File: src/include/sdmac_consts.svh
/* Register map and sizing constants for the SCSI DMA controller
   Register offsets are byte addresses on a 12-bit APB bus */
`ifndef SDMAC_CONSTS_SVH
`define SDMAC_CONSTS_SVH

// FIFO between the SCSI port and the DMA engine
`define SDMAC_FIFO_DEPTH 8

// Register offsets
`define SDMAC_WTC     12'h004
`define SDMAC_CNTR    12'h008
`define SDMAC_ACR     12'h00C
`define SDMAC_ST_DMA  12'h010
`define SDMAC_CLR_INT 12'h018
`define SDMAC_ISTR    12'h01C
`define SDMAC_SP_DMA  12'h03C

// Memory window into the local RAM
`define SDMAC_WIN_BASE  12'h400
`define SDMAC_WIN_WORDS 256

// ISTR bit positions
`define SDMAC_ISTR_FE    0
`define SDMAC_ISTR_FF    1
`define SDMAC_ISTR_INT_P 4
`define SDMAC_ISTR_E_INT 5
`define SDMAC_ISTR_INTS  6
`define SDMAC_ISTR_INT_F 7

// CNTR interrupt enable
`define SDMAC_CNTR_INTEN 2

`endif

File: src/sdmac_pkg.sv
/* Shared types for the SCSI DMA subsystem
   RAM index is 8 bits wide so the local RAM holds 256 words */
package sdmac_pkg;

  // Data word on every path
  typedef logic [31:0] word_t;

  // Word index into the local RAM
  typedef logic [7:0] ram_addr_t;

  // APB request from the host
  typedef struct packed {
    logic        psel;
    logic        penable;
    logic        pwrite;
    logic [11:0] paddr;
    word_t       pwdata;
  } apb_req_t;

  // APB response back to the host
  typedef struct packed {
    word_t prdata;
    logic  pready;
    logic  pslverr;
  } apb_rsp_t;

  // RAM request, held until granted
  typedef struct packed {
    logic      valid;
    logic      we;
    ram_addr_t addr;
    word_t     wdata;
  } mem_req_t;

  // RAM read return
  typedef struct packed {
    logic  rvalid;
    word_t rdata;
  } mem_rsp_t;

  // SCSI side input word
  typedef struct packed {
    logic  valid;
    word_t data;
  } scsi_word_t;

endpackage

File: src/mem_arbiter.sv
/* Two-master round-robin arbiter for the local RAM port
   Read data is steered to the master that issued the read */
module mem_arbiter import sdmac_pkg::*; (
  input  logic     clk,
  input  logic     RESET_,
  input  mem_req_t dma_req,
  input  mem_req_t win_req,
  output logic     dma_gnt,
  output logic     win_gnt,
  output mem_req_t ram_req,
  input  mem_rsp_t ram_rsp,
  output mem_rsp_t dma_rsp,
  output mem_rsp_t win_rsp
);

  logic last_win_q, owner_win_q;

  // DMA wins if alone or if the window went last
  assign dma_gnt = dma_req.valid && (!win_req.valid || last_win_q);
  assign win_gnt = win_req.valid && !dma_gnt;

  // Only the granted request reaches the RAM
  always_comb begin
    ram_req = '0;
    if (dma_gnt)
      ram_req = dma_req;
    else if (win_gnt)
      ram_req = win_req;
  end

  always_ff @(posedge clk) begin
    if (!RESET_) begin
      last_win_q  <= 1'b0;
      owner_win_q <= 1'b0;
    end else begin
      if (dma_gnt || win_gnt)
        last_win_q <= win_gnt;
      // Owner of the read that returns next cycle
      if (ram_req.valid && !ram_req.we)
        owner_win_q <= win_gnt;
    end
  end

  always_comb begin
    dma_rsp        = ram_rsp;
    win_rsp        = ram_rsp;
    dma_rsp.rvalid = ram_rsp.rvalid && !owner_win_q;
    win_rsp.rvalid = ram_rsp.rvalid && owner_win_q;
  end

  assert property (@(posedge clk) disable iff (!RESET_) !(dma_gnt && win_gnt))
    else $error("Both RAM masters granted");

endmodule

File: config.mk
export PLATFORM = sky130hd
export DESIGN_NAME = mem_arbiter
export DESIGN_NICKNAME = d
export VERILOG_FILES = /design/src/include/sdmac_consts.svh /design/src/sdmac_pkg.sv /design/src/mem_arbiter.sv
export SDC_FILE = /design/constraint.sdc
export NUM_CORES = 1
export LEC_CHECK = 0
export BUFFER_PORTS_ARGS = -buffer_cell sky130_fd_sc_hd__buf_4
export CAP_MARGIN = 20
export CORE_AREA = 5 5 85 87
export DETAILED_ROUTE_END_ITERATION = 16
export DIE_AREA = 0 0 90 92
export GPL_TIMING_DRIVEN = 0
export PLACE_DENSITY = 0.72
export SETUP_SLACK_MARGIN = 0.1
export SLEW_MARGIN = 40
export SYNTH_ARGS = -nofsm -noshare
export SYNTH_HDL_FRONTEND = slang
export SYNTH_SLANG_ARGS = --single-unit
File: constraint.sdc
create_clock -name clk -period 2.6 [get_ports clk]
set_clock_uncertainty 0.1 [all_clocks]
set_input_delay 0.26 -clock clk [delete_from_list [all_inputs] [get_ports clk]]
set_output_delay 0.26 -clock clk [all_outputs]
set_load 0.05 [all_outputs]
# Yosys cells after proc, flatten, opt, wreduce, memory -nomap -nowiden
# Cells that the tools add are included.
[totals]
out_inout_bits = 110
ff_bits = 2
word_cells = 15
[op_classes]
n_mux = 2
n_reduce_logical = 11
[ops]
columns = ["op", "n"]
rows = [
  ["$mux W42", 2],
  ["$logic_and A1 B1 Y1", 5],
  ["$logic_not A1 Y1", 4],
  ["$logic_or A1 B1 Y1", 2],
]

# Longest topological paths before layout
[depth]
ltp_word = 9
depth_mapped = 7
mapped_depth_nobuf = 3

# Worst setup path before layout
# OpenSTA, ideal clock, no wires.
[synth_timing]
kind = "register to output"
start = "reg last_win_q"
end = "out ram_req[0] (netlist name)"
t_arrival_ns = 1.562
slack_ns = 0.678
path_stages_with_launch = 6
required_time_ns = 2.240
n_path_buf = 2
path_cell_list = "dfxtp_1 > nand2b_4 > buf_6 > and2_4 > buf_6 > o21ai_1"
[synth_rtl]
columns = ["item", "line_no", "source"]
rows = [
  ["start: declaration", "mem_arbiter.sv:16", "logic last_win_q, owner_win_q;"],
  ["start signal: assignment", "mem_arbiter.sv:37", "last_win_q <= win_gnt;"],
  ["end: declaration", "mem_arbiter.sv:10", "output mem_req_t ram_req,"],
]

==> results.md <==
- Setup-failing EPs final: 0
- ANT nets after route: 0
- Leakage power: between 1.5 and 2 nW
- Via density: 4.38
- Leading area contributor after synthesis: buf_4
- Final Hold Fails: 0
- Post-CTS Setup Inserts: 0
- Minimum clock period: between 2 and 2.5 ns
- WL per Instance: around 14 um
- Grt ovf: 0
- Vias: ~2,200
- Clk Latency, worst-skew pair: between 0.2 and 0.25 ns
- Synth top area share: 0.330
- P&R area growth vs syn: 108%
- Post-synthesis cell count: roughly 220
- Worst EP required: between 2 and 2.5 ns
- Post-Layout Cell Count: 496
- Share of layout cells above drive strength 1: 0.747
- Clock Tree Buf Depth: 2
- TritonCTS clock tree: built
- Syn Nets: 341
- Slew Limit Fails: 0
- Antenna violations before repair: 0
- Netlist cell types: 21
- Total track usage: 0.147
- Vias in the first global route: about 2,200
- Met1 wire length: approximately 2300 um
- Netlist Area Pre-Place: 1480 um^2
- Hold wc startpoint: RESET_
- Outcome: finished clean
- Largest net degree at the start of global routing: 11
- Hold path endpoint: owner_win_q
- Max Used Layer: met4
- Cell Rows: 29
- Max Cap Viol: 0
- Core box area: 6280 um^2
- Final setup TNS: 0 ns
- Total Power: 1.10 mW
- Hold Path Class: in2reg
- CP Capture Type: output port
- Post_cts resized: 0
- Placed Instances: 493
- Clock root buffer: clkbuf_8
- Worst-path maximum fanout: 10
- Period Utilization, post-route: 0.782
- Routed WL: 6800 um
- Worst-Margin Slew: 0.464 ns
- CP Launch Point: last_win_q
- Hpwl dp: slightly below 6000 um
- Sequential share of the synthesized area: 0.0270
- Worst Hold Depth: 2
- Worst Reg-to-Reg Cells: 4
- Htree depth: 1
- RSZ-0062 raised after global routing: false
- PortBufs: around 190
- Top cells by area, synth: buf_4 33%, o21ai_2 23%, nand3_1 14%
- DIE WIDTH: roughly 90 um
- Antenna cells: 0
- DR iter-0 viols: 38
- Drt first pass iters: 4
- Clock transition at path regs: approximately 0.030 ns
- Met3 Wirelength: about 700 um
- RR Endpoint: owner_win_q
- Starting Density: 0.236
- Number of buffers created by CTS: 3
- Reg2Reg Launch Point: last_win_q
- First-pass GRT wire length: about 10,000 um
- Boundary pin count: ~230
- Reg2Reg Setup Slack: 1.47 ns
- Maximum clock rate: between 400 and 500 MHz
- Arrival @ worst endpoint: about 1.7 ns
- Final hold slack: around 0.20 ns
- Gpl congestion: ~0.73
- #FFs+latches synth: 2
- Die Height: slightly above 90 um
- Final core occ: 0.490
- Ys Warns: 0
- Crit Path Category: reg2out
- Per-instance average area after synthesis: around 6.7 um^2
- Metal2 WL: approximately 3700 um
- Worst vdd rail ir drop: between 0.3 and 0.4 mV
- Post-route DRC: 0
- CTS Hold Buffers Added: 0
- PwrDens: about 360 nW/um^2
- Sink Count: 2
- DIE AREA: about 8300 um^2
- Relative slew slack: 0.690
- CP startpoint kind: register
- Final net count: 540
Yosys cell counts:
cell / instances
buf_4: 65
nand2_1: 42
nand3_1: 41
o21ai_2: 39
clkbuf_1: 9
buf_12: 4
buf_2: 4
buf_6: 2
dfxtp_1: 2
inv_1: 2
o21ai_1: 2
a21boi_1: 1
a21oi_1: 1
a31o_1: 1
a31oi_1: 1
and2_1: 1
and2_4: 1
nand2b_4: 1
nor2b_1: 1
o21ai_0: 1
or2_1: 1
layout by cell type, fill, tap and decap left out, types with 2 or more instances in the layout:
| master | synthesis | final |
|---|---|---|
| dfxtp_1 | 2 | 2 |
| clkbuf_8 | 0 | 3 |
| inv_1 | 2 | 2 |
| nand2_1 | 42 | 42 |
| buf_2 | 4 | 4 |
| nand3_1 | 41 | 41 |
| buf_6 | 2 | 2 |
| o21ai_2 | 39 | 39 |
| clkbuf_1 | 9 | 9 |
| buf_12 | 4 | 4 |
| o21ai_1 | 2 | 2 |
| buf_4 | 65 | 259 |
logic make-up after synthesis:
logic type / count (synthesis) / synth area share
simple gates: 88 / 0.273
flops: 2 / 0.0271
buf+inv: 86 / 0.440
compound gates: 46 / 0.260
worst max path at each step:
stage,to,slack (ns)
after global routing,ram_req[23],0.40
after floorplan,ram_req[0],0.68
after CTS,ram_req[25],0.52
final,ram_req[3],0.57
after detailed placement,ram_req[14],0.70
after global placement,ram_req[14],0.73
layout make-up:
| cell class | instances | area, um^2 |
|---|---|---|
| Timing Repair Buffer | 194 | 1460 |
| Buffer | 84 | 644 |
| Clock buffer | 3 | 41.3 |
| Sequential cell | 2 | 40.0 |
| Fill cell | 656 | 3200 |
| Inverter | 2 | 7.51 |
| Tap cell | 77 | 96.3 |
| Multi-Input combinational cell | 134 | 788 |
metal layers:
layer	vias up	GRT usage
met5	-	0
met4	0	0.0360
met3	6	0.0507
met2	128	0.287
met1	959	0.149
li1	1079	-
report_power, final:
| group | internal [mW] | switching (mW) |
|---|---|---|
| logic | 0.357 | 0.592 |
| registers | 0.0335 | 0.00219 |
| clock network | 0.0976 | 0.0218 |
| total | 0.488 | 0.616 |
critical path, cell delays in order, from the launching register on:
cell	delay, ns
dfxtp_1	0.37
nand2b_4	0.14
buf_6	0.12
clkbuf_1	0.37
nand3_1	0.16
o21ai_2	0.09
buf_4	0.21
registers in the layout (all words and copies together) (netlist names):
signal	flops
owner_win_q	1
last_win_q	1
stage by stage:
step                      setup slack, ns  area, um^2
after CTS                           0.522        3070
after global routing                0.396        3070
after detailed placement            0.704        3030
after global placement              0.726        3030
after floorplan                     0.678        1480
final                               0.567        3070
Note: power is estimated with default switching activity, not from simulation.
