===== config.mk =====
export PLATFORM = sky130hd
export DESIGN_NAME = sdmac_istr
export DESIGN_NICKNAME = d
export VERILOG_FILES = /design/src/sdmac_istr.sv
export VERILOG_INCLUDE_DIRS = /design/src /design/src/include
export SDC_FILE = /design/constraint.sdc
export NUM_CORES = 1
export LEC_CHECK = 0
export BUFFER_PORTS_ARGS = -buffer_cell sky130_fd_sc_hd__buf_2
export CAP_MARGIN = 25
export CORE_AREA = 2 2 39 41
export CTS_CLUSTER_DIAMETER = 100
export DETAILED_ROUTE_END_ITERATION = 7
export DIE_AREA = 0 0 41 43
export GPL_TIMING_DRIVEN = 0
export PLACE_DENSITY_LB_ADDON = 0.05
export SLEW_MARGIN = 20
export SYNTH_ARGS = -nofsm -noshare
export SYNTH_HDL_FRONTEND = slang
export SYNTH_SLANG_ARGS = --single-unit

===== constraint.sdc =====
create_clock -name clk -period 0.8 [get_ports clk]
set_input_delay 0.08 -clock clk [delete_from_list [all_inputs] [get_ports clk]]
set_output_delay 0.08 -clock clk [all_outputs]
set_load 0.01 [all_outputs]

===== src/include/sdmac_consts.svh =====
/* Register map and sizing constants for the SCSI DMA controller
   Register offsets are byte addresses on a 12-bit APB bus */
`ifndef SDMAC_CONSTS_SVH
`define SDMAC_CONSTS_SVH

// FIFO between the SCSI port and the DMA engine
`define SDMAC_FIFO_DEPTH 8

// Register offsets
`define SDMAC_WTC     12'h004
`define SDMAC_CNTR    12'h008
`define SDMAC_ACR     12'h00C
`define SDMAC_ST_DMA  12'h010
`define SDMAC_CLR_INT 12'h018
`define SDMAC_ISTR    12'h01C
`define SDMAC_SP_DMA  12'h03C

// Memory window into the local RAM
`define SDMAC_WIN_BASE  12'h400
`define SDMAC_WIN_WORDS 256

// ISTR bit positions
`define SDMAC_ISTR_FE    0
`define SDMAC_ISTR_FF    1
`define SDMAC_ISTR_INT_P 4
`define SDMAC_ISTR_E_INT 5
`define SDMAC_ISTR_INTS  6
`define SDMAC_ISTR_INT_F 7

// CNTR interrupt enable
`define SDMAC_CNTR_INTEN 2

`endif


===== src/sdmac_istr.sv =====
/* Interrupt status register with snapshot on status read
   FE resets to 1, clear-interrupt zeroes only the interrupt bits */
`include "sdmac_consts.svh"

module sdmac_istr (
  input  logic       clk,
  input  logic       RESET_,
  input  logic       istr_rd,
  input  logic       clr_int,
  input  logic       intena,
  input  logic       dma_done,
  input  logic       fifo_full,
  input  logic       fifo_empty,
  output logic [7:0] istr,
  output logic       int_n
);

  logic int_pending;
  logic ff_q, fe_q, int_f_q, ints_q, e_int_q, int_p_q;

  // Sticky pending flag, a new done wins over a clear
  always_ff @(posedge clk) begin
    if (!RESET_)
      int_pending <= 1'b0;
    else if (dma_done)
      int_pending <= 1'b1;
    else if (clr_int)
      int_pending <= 1'b0;
  end

  // Snapshot of FIFO flags and interrupt state
  always_ff @(posedge clk) begin
    if (!RESET_) begin
      ff_q    <= 1'b0;
      fe_q    <= 1'b1;
      int_f_q <= 1'b0;
      ints_q  <= 1'b0;
      e_int_q <= 1'b0;
      int_p_q <= 1'b0;
    end else begin
      if (istr_rd) begin
        ff_q    <= fifo_full;
        fe_q    <= fifo_empty;
        int_f_q <= int_pending;
        ints_q  <= int_pending;
        e_int_q <= int_pending;
        // INT_P only when the host has enabled interrupts
        int_p_q <= int_pending && intena;
      end
      if (clr_int) begin
        int_f_q <= 1'b0;
        ints_q  <= 1'b0;
        e_int_q <= 1'b0;
        int_p_q <= 1'b0;
      end
    end
  end

  // Unused bits read as zero
  always_comb begin
    istr                     = '0;
    istr[`SDMAC_ISTR_FE]    = fe_q;
    istr[`SDMAC_ISTR_FF]    = ff_q;
    istr[`SDMAC_ISTR_INT_P] = int_p_q;
    istr[`SDMAC_ISTR_E_INT] = e_int_q;
    istr[`SDMAC_ISTR_INTS]  = ints_q;
    istr[`SDMAC_ISTR_INT_F] = int_f_q;
  end

  // Active low interrupt to the host
  assign int_n = !(int_pending && intena);

endmodule


# Yosys cells after proc, flatten, opt, wreduce, memory -nomap -nowiden
# Index checks and enable logic that the tools add are counted.
dict set report totals {
  output_inout_bits 9
  ff_bits 5
}
dict set report op_classes {
  muxes 2
  n_reduce_logical 4
  bitwise 1
}
# operator n
set op_table {}
lappend op_table {{two-way mux 1 bit} 2}
lappend op_table {{nonzero test 2 bit} 1}
lappend op_table {{OR reduction 2 bit} 1}
lappend op_table {{logical AND 1 bit} 1}
lappend op_table {{zero test 1 bit} 1}
lappend op_table {{NOT 1 bit} 1}

# Depth between registers and ports, before layout
dict set report logic_depth {
  ltp_word 2
  depth_mapped 3
}

# Worst setup path after synthesis
# Ideal clock, no wire load.
dict set report synth_timing {
  path_kind {flip-flop to flip-flop}
  start {register int_pending (netlist name)}
  end {register int_pending}
  slack_ps 115
  setup_ps 115
  stages_incl_launch_ff 3
  synth_period_minus_slack_ps 685
  arrival_ps 570
  n_path_buf 0
  cell_sequence {dfxtp_1 > nor2b_1 > o21a_1}
}
# item line
set synth_lines {}
lappend synth_lines {{end signal, assigned} sdmac_istr.sv:24} ;# int_pending <= 1'b0;
lappend synth_lines {{end signal, assigned} sdmac_istr.sv:26} ;# int_pending <= 1'b1;
lappend synth_lines {{end signal, assigned} sdmac_istr.sv:28} ;# int_pending <= 1'b0;
lappend synth_lines {{end, declared} sdmac_istr.sv:18} ;# logic int_pending;

==> flow_summary.html <==
<table>
<tr><th>Metric</th><th>Value</th></tr>
<tr><th colspan="2">Outcome</th></tr>
<tr><td>Outcome</td><td>finished with violations</td></tr>
<tr><td>Violated checks</td><td>negative setup slack</td></tr>
<tr><th colspan="2">Floorplanning</th></tr>
<tr><td>Initial Utilization</td><td>0.195</td></tr>
<tr><td>Area of the die</td><td>1760 sq um</td></tr>
<tr><td>IO Pins</td><td>17</td></tr>
<tr><td>Area of the placeable core</td><td>1380 sq um</td></tr>
<tr><td>Die Span X</td><td>41 um</td></tr>
<tr><td>Vertical extent of the die</td><td>43 um</td></tr>
<tr><td>Number of rows created at floorplan</td><td>14</td></tr>
<tr><th colspan="2">Job</th></tr>
<tr><td>Max-Cap Viols</td><td>0</td></tr>
<tr><th colspan="2">Power and ir drop</th></tr>
<tr><td>Leakage</td><td>0.000214 uW</td></tr>
<tr><td>Power density cells</td><td>1550 nW/um^2</td></tr>
<tr><td>Worst supply voltage drop on vdd</td><td>0.881 mV</td></tr>
<tr><th colspan="2">Synth</th></tr>
<tr><td>Flop and latch count out of synthesis</td><td>5</td></tr>
<tr><td>Count of warnings emitted by yosys</td><td>0</td></tr>
<tr><td>Post-synth cell types</td><td>13</td></tr>
<tr><td>Average size of a mapped cell</td><td>9.65 sq um</td></tr>
<tr><td>Sequential-to-total area share from yosys stat</td><td>0.370</td></tr>
<tr><td>Synthesized instance count</td><td>28</td></tr>
<tr><td>Netlist Area Pre-Place</td><td>270 sq um</td></tr>
<tr><th colspan="2">Setup path</th></tr>
<tr><td>CP Launch Type</td><td>flip-flop</td></tr>
<tr><td>Required arrival time at the worst endpoint</td><td>720 ps</td></tr>
<tr><td>End point of the critical path</td><td>istr[6]</td></tr>
<tr><td>Critical path startpoint</td><td>e_int_q</td></tr>
<tr><td>Beginning of the worst register-to-register path</td><td>e_int_q</td></tr>
<tr><td>FF-to-FF setup slack</td><td>70 ps</td></tr>
<tr><td>Crit path capture type</td><td>output pin</td></tr>
<tr><td>R2r worst-path depth</td><td>3</td></tr>
<tr><td>RR Endpoint</td><td>e_int_q</td></tr>
<tr><td>Critical path class</td><td>reg -&gt; out</td></tr>
<tr><td>Highest fanout seen on the critical path</td><td>4</td></tr>
<tr><td>Worst endpoint data arrival time</td><td>800 ps</td></tr>
<tr><th colspan="2">Cells and area</th></tr>
<tr><td>Antenna Diode Count</td><td>0</td></tr>
<tr><td>Number of nets in the finished design</td><td>55</td></tr>
<tr><td>Post-layout instance count excluding filler cells</td><td>62</td></tr>
<tr><td>Share of layout cells above drive strength 1</td><td>0.696</td></tr>
<tr><td>Post-route design area</td><td>429 sq um</td></tr>
<tr><td>Post-route core utilization</td><td>0.310</td></tr>
<tr><td>Area delta synth-&gt;final</td><td>58.8%</td></tr>
<tr><th colspan="2">Min path</th></tr>
<tr><td>Class of the tightest hold or removal check</td><td>in -&gt; reg</td></tr>
<tr><th colspan="2">Detailed routing</th></tr>
<tr><td>Via density</td><td>3.47</td></tr>
<tr><td>Final wirelength</td><td>482 um</td></tr>
<tr><td>TritonRoute pass-1 iters</td><td>1</td></tr>
<tr><td>Number of DRC markers in iteration 0</td><td>0</td></tr>
<tr><td>Remaining DRCs</td><td>0</td></tr>
<tr><td>Detail Route Antenna Nets</td><td>0</td></tr>
<tr><td>Total number of vias</td><td>215</td></tr>
<tr><td>Routed length per placed instance</td><td>7.77 um</td></tr>
<tr><th colspan="2">Timing</th></tr>
<tr><td>Share of the clock period used by the worst path</td><td>1.10</td></tr>
<tr><td>TNS Setup</td><td>-256 ps</td></tr>
<tr><td>Endpoints failing setup</td><td>4</td></tr>
<tr><td>Worst setup skew after layout</td><td>5.98 ps</td></tr>
<tr><td>Crit path time final</td><td>881 ps</td></tr>
<tr><td>Max Clk Rate</td><td>1130 MHz</td></tr>
<tr><td>Final hold vios</td><td>0</td></tr>
<tr><td>Least setup slack across all paths after layout</td><td>-81.5 ps</td></tr>
<tr><td>Setup repair after global routing missed its margin</td><td>yes</td></tr>
<tr><td>Final-report max-slew violation count</td><td>0</td></tr>
<tr><th colspan="2">CTS</th></tr>
<tr><td>Clock tree from TritonCTS</td><td>yes</td></tr>
<tr><td>Clock buffer count from CTS</td><td>3</td></tr>
<tr><td>Maximum count of clock buffers along a single path</td><td>2</td></tr>
<tr><td>Clk root buf</td><td>clkbuf_4</td></tr>
<tr><td>Post-CTS Hold Buffers</td><td>0</td></tr>
<tr><td>H-tree Lvls</td><td>1</td></tr>
<tr><td>Later-pin clock latency in the skew report</td><td>240 ps</td></tr>
<tr><td>Sink count of the clock tree</td><td>5</td></tr>
<tr><td>Clock-pin transition on the worst setup and hold timing paths</td><td>50 ps</td></tr>
<tr><th colspan="2">Placement</th></tr>
<tr><td>Placed Cells</td><td>58</td></tr>
<tr><td>GPL Wtd Cong</td><td>0.651</td></tr>
<tr><td>Total cell area at the placement stage</td><td>359 sq um</td></tr>
<tr><td>Place WS</td><td>92.6 ps</td></tr>
<tr><td>Port Buffer Count</td><td>13</td></tr>
<tr><th colspan="2">Global routing</th></tr>
<tr><td>Vias in the first global route</td><td>173</td></tr>
<tr><td>Initial antenna violation count</td><td>0</td></tr>
<tr><td>First-pass GRT wire length</td><td>703 um</td></tr>
<tr><td>Pin count of the biggest net entering global routing</td><td>6</td></tr>
<tr><td>Overall global routing resource usage</td><td>0.0663</td></tr>
<tr><td>Global route total overflow</td><td>0</td></tr>
</table>
==> worst min path at each step <==
stage / from / end / cells after the start
global placement: RESET_ / fe_q / 2
detailed placement: RESET_ / fe_q / 2
finish: RESET_ / fe_q / 2
global route: dma_done / int_pending / 2
floorplan: RESET_ / fe_q / 1
CTS: RESET_ / fe_q / 2
==> layer usage <==
metal  global-route usage  vias up  wire length, um
li1                     -      114                -
met1               0.0675       93              197
met2               0.0844        8              246
met3               0.0785        0               38
met4               0.0200        0                0
met5                    0        -                0
==> worst max-delay path, cell delays in order (launching register included) <==
cell,delay (ps)
dfxtp_2,330
buf_4,130
buf_6,110
==> stage by stage <==
stage                     power [uW]  hold WS (ps)
after floorplan                  337           142
after global placement           369           287
after detailed placement         370           290
after CTS                        681          42.4
after global routing             712          55.6
final                            664          49.0
==> registers in the layout, indices dropped and copies added, names as in the netlist <==
name,flops
int_p_q,1
e_int_q,1
ff_q,1
int_pending,1
fe_q,1
==> area by class of cell <==
class,count,area [sq um]
timing repair buffer,16,125
clock buffer,4,26.3
buffer,6,48.8
tap,16,20.0
multi-input combinational,15,103
sequential,5,106
fill,160,955
==> kinds of logic after synthesis <==
| group | after synthesis | share of synthesized area |
|---|---|---|
| flops | 5 | 0.370 |
| other cells | 1 | 0.0139 |
| buf+inv | 9 | 0.264 |
| compound gates | 2 | 0.0602 |
| simple gates | 8 | 0.181 |
| mux | 3 | 0.111 |
==> where the power goes <==
group          internal (uW)  leakage, uW  switching [uW]
sequential               264    0.0000423            7.61
clock                    188    0.0000150            97.0
combinational           67.8     0.000157            39.6
==> cell usage in the layout (no fill, tap or decap), drive strengths merged, types with 2 or more instances in the layout <==
cell / n
buf: 22
clkbuf: 4
conb: 2
dfxtp: 5
mux2i: 3
nand2: 2
nand2b: 2
nor2b: 2
==> synth_stat cells <==
cell type	count	area share
buf_4	8	0.22
dfxtp_1	5	0.37
mux2i_1	3	0.11
nand2_1	2	0.028
nor2b_1	2	0.046
a21oi_2	1	0.032
buf_6	1	0.042
conb_1	1	0.014
nand2b_1	1	0.023
nand2b_4	1	0.051
nand3_1	1	0.019
nor2_1	1	0.014
o21a_1	1	0.028
==> timing repair <==
item	CTS	global route
endpoints found under the hold margin	0	0
pin swaps	0	0
resized for setup	11	0
setup buffers	3	0
endpoints found under the setup margin	7	4
(Power assumes the default switching activity.)
