<file path="src/include/sdmac_consts.svh">
/* Register map and sizing constants for the SCSI DMA controller
   Register offsets are byte addresses on a 12-bit APB bus */
`ifndef SDMAC_CONSTS_SVH
`define SDMAC_CONSTS_SVH

// FIFO between the SCSI port and the DMA engine
`define SDMAC_FIFO_DEPTH 8

// Register offsets
`define SDMAC_WTC     12'h004
`define SDMAC_CNTR    12'h008
`define SDMAC_ACR     12'h00C
`define SDMAC_ST_DMA  12'h010
`define SDMAC_CLR_INT 12'h018
`define SDMAC_ISTR    12'h01C
`define SDMAC_SP_DMA  12'h03C

// Memory window into the local RAM
`define SDMAC_WIN_BASE  12'h400
`define SDMAC_WIN_WORDS 256

// ISTR bit positions
`define SDMAC_ISTR_FE    0
`define SDMAC_ISTR_FF    1
`define SDMAC_ISTR_INT_P 4
`define SDMAC_ISTR_E_INT 5
`define SDMAC_ISTR_INTS  6
`define SDMAC_ISTR_INT_F 7

// CNTR interrupt enable
`define SDMAC_CNTR_INTEN 2

`endif

</file>
<file path="src/sdmac_pkg.sv">
/* Shared types for the SCSI DMA subsystem
   RAM index is 8 bits wide so the local RAM holds 256 words */
package sdmac_pkg;

  // Data word on every path
  typedef logic [31:0] word_t;

  // Word index into the local RAM
  typedef logic [7:0] ram_addr_t;

  // APB request from the host
  typedef struct packed {
    logic        psel;
    logic        penable;
    logic        pwrite;
    logic [11:0] paddr;
    word_t       pwdata;
  } apb_req_t;

  // APB response back to the host
  typedef struct packed {
    word_t prdata;
    logic  pready;
    logic  pslverr;
  } apb_rsp_t;

  // RAM request, held until granted
  typedef struct packed {
    logic      valid;
    logic      we;
    ram_addr_t addr;
    word_t     wdata;
  } mem_req_t;

  // RAM read return
  typedef struct packed {
    logic  rvalid;
    word_t rdata;
  } mem_rsp_t;

  // SCSI side input word
  typedef struct packed {
    logic  valid;
    word_t data;
  } scsi_word_t;

endpackage

</file>
<file path="src/dma_engine.sv">
/* Device-to-memory DMA engine, one word per RAM grant
   ACR is a RAM word index, a zero count finishes at once
   Stop ends the transfer without a done pulse */
`include "sdmac_consts.svh"

module dma_engine import sdmac_pkg::*; (
  input  logic     clk,
  input  logic     RESET_,
  input  logic     st_dma,
  input  logic     sp_dma,
  input  word_t    acr,
  input  word_t    wtc,
  input  word_t    fifo_data,
  input  logic     fifo_empty,
  output logic     pop,
  output mem_req_t mem_req,
  input  logic     gnt,
  output logic     dma_done,
  output word_t    eng_addr,
  output word_t    eng_count,
  output logic     active
);

  word_t addr_q, count_q;
  logic  active_q, done_q;

  // Write request with the FIFO head while there is data
  assign mem_req.valid = active_q && !fifo_empty;
  assign mem_req.we    = 1'b1;
  assign mem_req.addr  = ram_addr_t'(addr_q);
  assign mem_req.wdata = fifo_data;

  // Word is consumed on the grant
  assign pop = mem_req.valid && gnt;

  always_ff @(posedge clk) begin
    if (!RESET_) begin
      addr_q   <= '0;
      count_q  <= '0;
      active_q <= 1'b0;
      done_q   <= 1'b0;
    end else begin
      done_q <= 1'b0;
      if (pop) begin
        addr_q  <= addr_q + 32'd1;
        count_q <= count_q - 32'd1;
        // Last word written
        if (count_q == 32'd1) begin
          active_q <= 1'b0;
          done_q   <= !sp_dma;
        end
      end
      if (sp_dma)
        active_q <= 1'b0;
      // Start loads counters, zero count ends right away
      if (st_dma) begin
        addr_q   <= acr;
        count_q  <= wtc;
        active_q <= (wtc != '0);
        done_q   <= (wtc == '0);
      end
    end
  end

  assign dma_done  = done_q;
  assign eng_addr  = addr_q;
  assign eng_count = count_q;
  assign active    = active_q;

  // Pops happen only on granted cycles
  assert property (@(posedge clk) disable iff (!RESET_) pop |-> gnt)
    else $error("FIFO pop without a RAM grant");

  // Transfers must stay inside the local RAM
  assert property (@(posedge clk) disable iff (!RESET_)
    mem_req.valid |-> (addr_q < `SDMAC_WIN_WORDS))
    else $error("DMA address beyond local RAM");

endmodule

</file>
<file path="config.mk">
export PLATFORM = sky130hd
export DESIGN_NAME = dma_engine
export DESIGN_NICKNAME = d
export VERILOG_FILES = /design/src/sdmac_pkg.sv /design/src/dma_engine.sv
export VERILOG_INCLUDE_DIRS = /design/src /design/src/include
export SDC_FILE = /design/constraint.sdc
export NUM_CORES = 1
export LEC_CHECK = 0
export ABC_AREA = 1
export ABC_CLOCK_PERIOD_IN_PS = 3000
export CAP_MARGIN = 20
export CORE_MARGIN = 8
export CORE_UTILIZATION = 60
export CTS_BUF_LIST = sky130_fd_sc_hd__clkbuf_8
export DETAILED_ROUTE_END_ITERATION = 8
export DONT_BUFFER_PORTS = 1
export PLACE_DENSITY = 0.8
export SLEW_MARGIN = 20
export SYNTH_ARGS = -nofsm -noshare
export SYNTH_HDL_FRONTEND = slang
export SYNTH_SLANG_ARGS = --single-unit
</file>
<file path="constraint.sdc">
create_clock -name clk -period 3 [get_ports clk]
set_input_delay 0.45 -clock clk [delete_from_list [all_inputs] [get_ports clk]]
set_output_delay 0.45 -clock clk [all_outputs]
set_load 0.02 [all_outputs]
</file>
Word level (Yosys, flattened, before mapping)

Cells that the tools add are included.

Output and inout port bits: 109
Input port bits: 102
Register bits after elaboration: 66
Logic and storage cells: 28

Multiplexer cells: 11
$add $sub $neg: 2
Equality and inequality tests: 1
Reduce and logical (&&, ||, !) cells: 10

Operator list:

| kind                                                                    | count |
|---|---|
| 32-bit 2-to-1 mux                                                       | 4 |
| 32-bit by 1-bit adder with 32-bit output (second input constant)        | 1 |
| 32-bit by 1-bit equality test with 1-bit output (second input constant) | 1 |
| 32-bit zero test                                                        | 1 |
| 32-bit nonzero test                                                     | 1 |
| 32-bit by 1-bit subtractor with 32-bit output (second input constant)   | 1 |
| 1-bit 2-to-1 mux                                                        | 7 |
| 3-bit nonzero test                                                      | 2 |
| 1-bit logical AND                                                       | 2 |
| 1-bit zero test                                                         | 2 |
| 2-bit AND reduction                                                     | 1 |
| 2-bit nonzero test                                                      | 1 |

Logic depth before layout (Yosys ltp)

Gate-level depths: netlist (run 1).

Depth after elaboration: 6
Gate-level depth with buffers: 10

Worst setup path before layout (run 1)

OpenSTA, ideal clock, no wires.

Kind: register -> register
From: reg addr_q[1] (netlist: eng_addr[1])
To: reg addr_q[26] (netlist: eng_addr[26])
Arrival time: 1.487 ns
Library setup time: 0.128 ns
Stages on the path, launching flop included: 11
Setup slack: 1.386 ns
Buffers on the path: 0
Cell sequence: dfxtp_1 -> ha_1 -> nand3_1 -> nor2_4 -> nand2_1 -> inv_1 -> nand2_1 -> nand2_1 -> nand2_1 -> a21oi_1 -> nor2_1

Longest elaborated chain between the ends: 3

RTL lines:

| what                                     | RTL line         | RTL |
|---|---|---|
| start, declared                          | dma_engine.sv:24 | `word_t addr_q, count_q;` |
| start signal, assigned                   | dma_engine.sv:45 | `addr_q <= addr_q + 32'd1;` |
| start signal, assigned                   | dma_engine.sv:57 | `addr_q <= acr;` |
| 32-bit by 1-bit adder with 32-bit output | dma_engine.sv:45 |  |
| 32-bit 2-to-1 mux                        | dma_engine.sv:44 | `if (pop) begin` |
| 32-bit 2-to-1 mux                        | dma_engine.sv:56 | `if (st_dma) begin` |

No other way between the ends. The select of a mux whose other input is x is not followed.
A chain may end at the register's enable or synchronous reset.

==> results of run 1 <==
==> cells in the final DEF (no fill, tap or decap) <==
cell and n:
nand2_1 238, nor2_1 118, inv_1 93, dfxtp_1 66, nand3_1 60, a21oi_1 43
o21ai_0 29, a31oi_1 19, nor2_2 16, xor2_1 13, o22ai_1 12, nand2_2 11
o21ai_1 10, clkbuf_8 10, nand4_1 9, xnor2_1 8, nor2_4 7, inv_2 6
nor3_1 4, ha_1 3, nand3_4 2, nand3b_1 2, a22o_1 2, or2_2 2
clkinv_2 2, buf_4 2, nand2_4 1, nor2_8 1, o21bai_1 1, o211ai_1 1
nand3_2 1, a22oi_1 1, a21oi_2 1, conb_1 1, bufinv_16 1
==> cell families (layout without fill, tap and decap cells) <==
kind of cell / after synthesis / after routing
AND/OR/NAND/NOR: 472 / 472
buffers and inverters: 162 / 114
AO/OA/AOI/OAI: 119 / 119
flip-flops: 66 / 66
XOR/XNOR: 21 / 21
adder cells (fa/ha/maj): 3 / 3
other: 1 / 1
==> worst paths after layout <==
path | start | end | depth (start not counted) | slack (ns)
worst min register to register | active | active | 2 | 0.60
worst max-delay path | active | eng_addr[15] | 8 | 0.87
worst max register to register | active | eng_addr[15] | 8 | 0.87
worst min-delay path | RESET_ | eng_addr[13] | 2 | 0.20
==> metrics by stage <==
| stage | instances | util |
|---|---|---|
| after detailed placement | 886 | 0.584 |
| after global routing | 901 | 0.607 |
| after global placement | 886 | 0.584 |
| after CTS | 901 | 0.607 |
| after floorplan | 844 | - |
| final | 901 | 0.607 |
==> report_power, final <==
part / leakage (nW) / switching, mW / internal (mW)
clock network: 0.105 / 0.357 / 0.394
registers: 0.545 / 0.162 / 0.928
logic: 1.38 / 0.262 / 0.132
total: 2.03 / 0.780 / 1.45
==> state kept, by name (all words and copies together), names as in the netlist <==
register   flops
eng_count     32
eng_addr      32
active         1
dma_done       1
==> area by class of cell <==
| cell class | instances | area, um2 | area share |
|---|---|---|---|
| clock inverter | 5 | 47.5 | 0.00959 |
| clock buffer | 10 | 138 | 0.0277 |
| multi-input combinational | 616 | 2940 | 0.593 |
| inverter | 97 | 364 | 0.0734 |
| sequential | 66 | 1320 | 0.266 |
| timing repair buffer | 2 | 15.0 | 0.00303 |
| tap | 105 | 131 | 0.0265 |
==> layer usage <==
metal	track usage	vias up	routed length, um
met3	0.0982	50	1990
met1	0.271	2407	5550
met4	0.131	0	502
met5	0	-	0
met2	0.467	294	7640
li1	-	2537	-
==> results_dict.tcl, run 1 <==
set metrics [dict create \
    setup_viol 0 \
    die_area_um2 11600 \
    async_flop_share 0 \
    ys_seq_area_frac 0.261 \
    syn_to_final_growth_pct -1.86 \
    cp-start-kind "flop" \
    die_w_um 108 \
    cts_setup_buffers 0 \
    yosysTopAreaCellShare 0.261 \
    io_buffer_count 0 \
    peakVddDrop_v 0.000294 \
    cts_tree "yes" \
    routed_wl_mm 15.7 \
    cp_data_arrival_time_ns 2.35 \
    ys_types 35 \
    final_area_um2 4960 \
    drt_iter0_drc 255 \
    mappedNetlistNets 949 \
    grt-ovfl-total 0 \
    drive_above_1_share 0.0791 \
    cts_buffers 9 \
    dp.final_hpwl_mm 11.7 \
    grt_max_degree 59 \
    max_slew_margin 0.472 \
    ys_top_cells_by_area "dfxtp_1 26%, nand2_1 18%, nor2_1 8.8%" \
    fin_hold_ws_ns 0.200 \
    row_count 33 \
    yosys.area_share.simple 0.409 \
    cts_root_buffer "clkbuf_8" \
    drv_slew 0 \
    yosys.area_share.adder 0.00743 \
    antenna_found_initial 0 \
    cts_buffer_depth 2 \
    cp_data_required_time_ns 3.22 \
    worstMarginPinSlew_ns 0.793 \
    powerDensity_nw_per_um2 451 \
    path_class "flop to flop" \
    synth_area_leader_cell "dfxtp_1" \
    htree_num_levels 3 \
    synth_flop_cell "dfxtp_1" \
    core_um2 8180 \
    grtUsageTotal 0.266 \
    num_vias 5288 \
    finalWeightedCongestion 0.963 \
    worstSetupEndpointType "flop" \
    status "finished, final reports clean" \
    synth_area_per_cell_um2 5.99 \
    nFillCells 776 \
    grt_pass1_vias 5155 \
    final.setup.tns_ns 0 \
    fin_crit_ns 2.13 \
    drtAntennaViolNets 0 \
    post-place-ws_ns 0.877 \
    crit_path_top_delay_cell "dfxtp_1" \
    drcViolationCount 0 \
    synthTopCellsByCount "238 x nand2_1, 118 x nor2_1, 91 x inv_1" \
    fin_total_pwr_mw 2.23 \
    fin_ws_ns 0.871 \
    netlist_area_um2 5050 \
    synthMuxAreaShare 0 \
    drt_first_pass_iters 5 \
    path_buf_inv 2 \
    clk_pin_slew_ns 0.08 \
    drt-vias-per-instance 5.87 \
    final_nets 897 \
    synth_seq_cells 66 \
    grt_pass1_wl_mm 24.9 \
    synth_compound_area_frac 0.129 \
    finClkSkew_ns 0.0116 \
    hold_viol_final 0 \
    n_antenna_cell 0 \
    synth.most_common_cell "nand2_1" \
    worstPathCellList "inv_1, nor2_4, nand2_4, nand2_2, inv_2, a22o_1, a21oi_1, nor2_1" \
    ios 211 \
    fmax_mhz 470 \
    initial_core_util 0.618 \
    drv_cap 0 \
    p_leak_nw 2.03 \
    place_area_um2 4770 \
    synth_edf_count 0 \
    synth_top_family_by_area "simple AND/OR/NAND/NOR gates" \
    crit_family "simple AND/OR/NAND/NOR gates" \
    min_period_over_period 0.710 \
    cts_resized 0 \
    cp_max_fo 24 \
    yosys_warnings 0 \
    slowest_delay_ns 0.47 \
    rsz0062_at_grt "false" \
    postCtsHoldBufs 0 \
    cts.sinks 66 \
    synth_xor_area_frac 0.0364 \
    clkLatencyLatePin_ns 0.35 \
    wl_per_cell_um 17.4 \
    hp-class "input pin to flop" \
    fp.dieH_um 108 \
    synthCells 844 \
]
Note: power is estimated with default switching activity, not from simulation.
==> inputs of run 2 (changes only) <==
--- a/config.mk
+++ b/config.mk
@@ -7,7 +7,7 @@
 export NUM_CORES = 1
 export LEC_CHECK = 0
 export ABC_AREA = 1
-export ABC_CLOCK_PERIOD_IN_PS = 3000
+export ABC_CLOCK_PERIOD_IN_PS = 2100
 export CAP_MARGIN = 20
 export CORE_MARGIN = 8
 export CORE_UTILIZATION = 60
==> constraint.sdc (replaced) <==
create_clock -name clk -period 2.1 [get_ports clk]
set_input_delay 0.315 -clock clk [delete_from_list [all_inputs] [get_ports clk]]
set_output_delay 0.315 -clock clk [all_outputs]
set_load 0.02 [all_outputs]
==> run 2 against run 1 <==
  * Setup slack lost 0.61 ns
  * Routed wire length up 5.2%
  * Highest routed layer unchanged
  * Power up 49%
  * Non-clock buffer count rose by 22
  * Utilization is 2.4 points higher
  * Critical path depth up 1
==> results_dict.tcl, run 2 (synthesis gave the netlist of run 1 again) <==
set metrics [dict create \
    status "finished, final reports clean" \
    cp-startpoint "eng_addr[9]" \
    multiInputGateArea_um2 2940 \
    place_area_um2 4950 \
    setup_viol 0 \
    power.net_switching_mw 1.18 \
    power.share.clock 0.351 \
    drt_iter0_drc 302 \
    final.setup.tns_ns 0 \
    antenna_found_initial 0 \
    layout_commonest_cell "nand2_1" \
    combPwrFrac 0.197 \
    syn_to_final_growth_pct 2.06 \
    power.share.sequential 0.452 \
    grt_max_degree 53 \
    crit_top_cell "nand2_1" \
    grt_pass1_wl_mm 26.0 \
    path_buf_inv 0 \
    dpl.cell_count 908 \
    drv_cap 0 \
    cts_buffers 9 \
    mostFrequentLayoutCells "238 x nand2_1, 118 x nor2_1, 92 x inv_1" \
    nFillCells 778 \
    cp_data_required_time_ns 2.34 \
    cp_data_arrival_time_ns 2.07 \
    drv_slew 0 \
    switching_share 0.354 \
    crit_family "simple AND/OR/NAND/NOR gates" \
    min_period_over_period 0.873 \
    drtAntennaViolNets 0 \
    final_cell_count_no_fill 924 \
    postCtsHoldBufs 0 \
    fp.dieH_um 108 \
    die_area_um2 11600 \
    path_class "flop to flop" \
    wl_per_cell_um 17.8 \
    num_vias 5420 \
    cp.depth 9 \
    powerDensity_nw_per_um2 646 \
    drcViolationCount 0 \
    fin_ws_ns 0.266 \
    hp-class "input pin to flop" \
    p_leak_nw 2.14 \
    routed_wl_mm 16.5 \
    clkLatencyLatePin_ns 0.36 \
    ios 211 \
    initial_core_util 0.618 \
    grt-ovfl-total 0 \
    grt_pass1_vias 5269 \
    fin_crit_ns 1.83 \
    io_buffer_count 0 \
    worstPathCellList "nand2_1, nor2_1, nand2_1, nor2_1, nand2_1, nand2_1, nand2_1, a21oi_1, nor2_1" \
    dp.final_hpwl_mm 12.4 \
    cts_buffer_depth 2 \
    final_area_um2 5160 \
    fin_total_pwr_mw 3.33 \
    rsz0062_at_grt "false" \
    hold_viol_final 0 \
    finalWeightedCongestion 0.977 \
    cp-start-kind "flop" \
    cp_max_fo 4 \
    core_um2 8180 \
    utilization 0.631 \
    fmax_mhz 545 \
    drt-vias-per-instance 5.87 \
    reg2regPathDepth 9 \
    endpoint "eng_addr[28]" \
    finClkSkew_ns 0.0137 \
    grtUsageTotal 0.282 \
    internal-power_mw 2.15 \
    drive_above_1_share 0.106 \
    row_count 33 \
    cts_resized 0 \
    worstSetupEndpointType "flop" \
    cts.sinks 66 \
    fin_hold_ws_ns 0.0598 \
    peakVddDrop_v 0.000300 \
    post-place-ws_ns 0.281 \
    seq_area_um2 1320 \
    slowest_delay_ns 0.55 \
    rrSetupSlack_ns 0.27 \
    final_nets 919 \
    cts_tree "yes" \
    clk_pin_slew_ns 0.09 \
    cts_root_buffer "clkbuf_8" \
    cts_setup_buffers 0 \
    n_antenna_cell 0 \
    die_w_um 108 \
    rr_endpoint "eng_addr[28]" \
    htree_num_levels 3 \
    rr_startpoint "eng_addr[9]" \
    drt_first_pass_iters 5 \
    crit_path_top_delay_cell "dfxtp_1" \
]
-- run 2: final cells by class --
class                   instances  area share
repair buffers                 24      0.0374
flip-flops and latches         66       0.256
inverters                      97      0.0706
clock inverters                 5      0.0104
well taps                     105      0.0255
clock buffers                  11      0.0294
multi-input cells             616       0.571
-- run 2: how the worst min path moves through the flow --
stage | start | endpoint | depth (start not counted)
after floorplan | RESET_ | eng_addr[13] | 2
final | RESET_ | eng_addr[13] | 2
after global routing | RESET_ | eng_addr[13] | 2
after detailed placement | RESET_ | eng_addr[13] | 2
after global placement | RESET_ | eng_addr[13] | 2
after CTS | RESET_ | eng_addr[13] | 2
-- run 2: power groups by stage --
stage                     sequential (mW)  combinational, mW  clock [mW]
final                                1.50              0.658        1.17
after global routing                 1.52              0.731        1.22
after CTS                            1.50              0.649        1.16
after detailed placement             1.53              0.645           0
after global placement               1.53              0.633           0
after floorplan                      1.53              0.579           0
-- run 2: worst reg2reg max path: stages, from the launching register on --
cell and delay, ns:
dfxtp_1 0.55, nand2_1 0.16, nor2_1 0.21, nand2_1 0.08
nor2_1 0.33, nand2_1 0.11, nand2_1 0.07, nand2_1 0.04
a21oi_1 0.11, nor2_1 0.05
-- run 2: layer usage --
| layer | up-vias | global-route usage | part of all wire |
|---|---|---|---|
| li1 | 2581 | - | - |
| met1 | 2467 | 0.299 | 0.36 |
| met2 | 304 | 0.482 | 0.48 |
| met3 | 68 | 0.0946 | 0.12 |
| met4 | 0 | 0.150 | 0.038 |
| met5 | - | 0 | 0 |
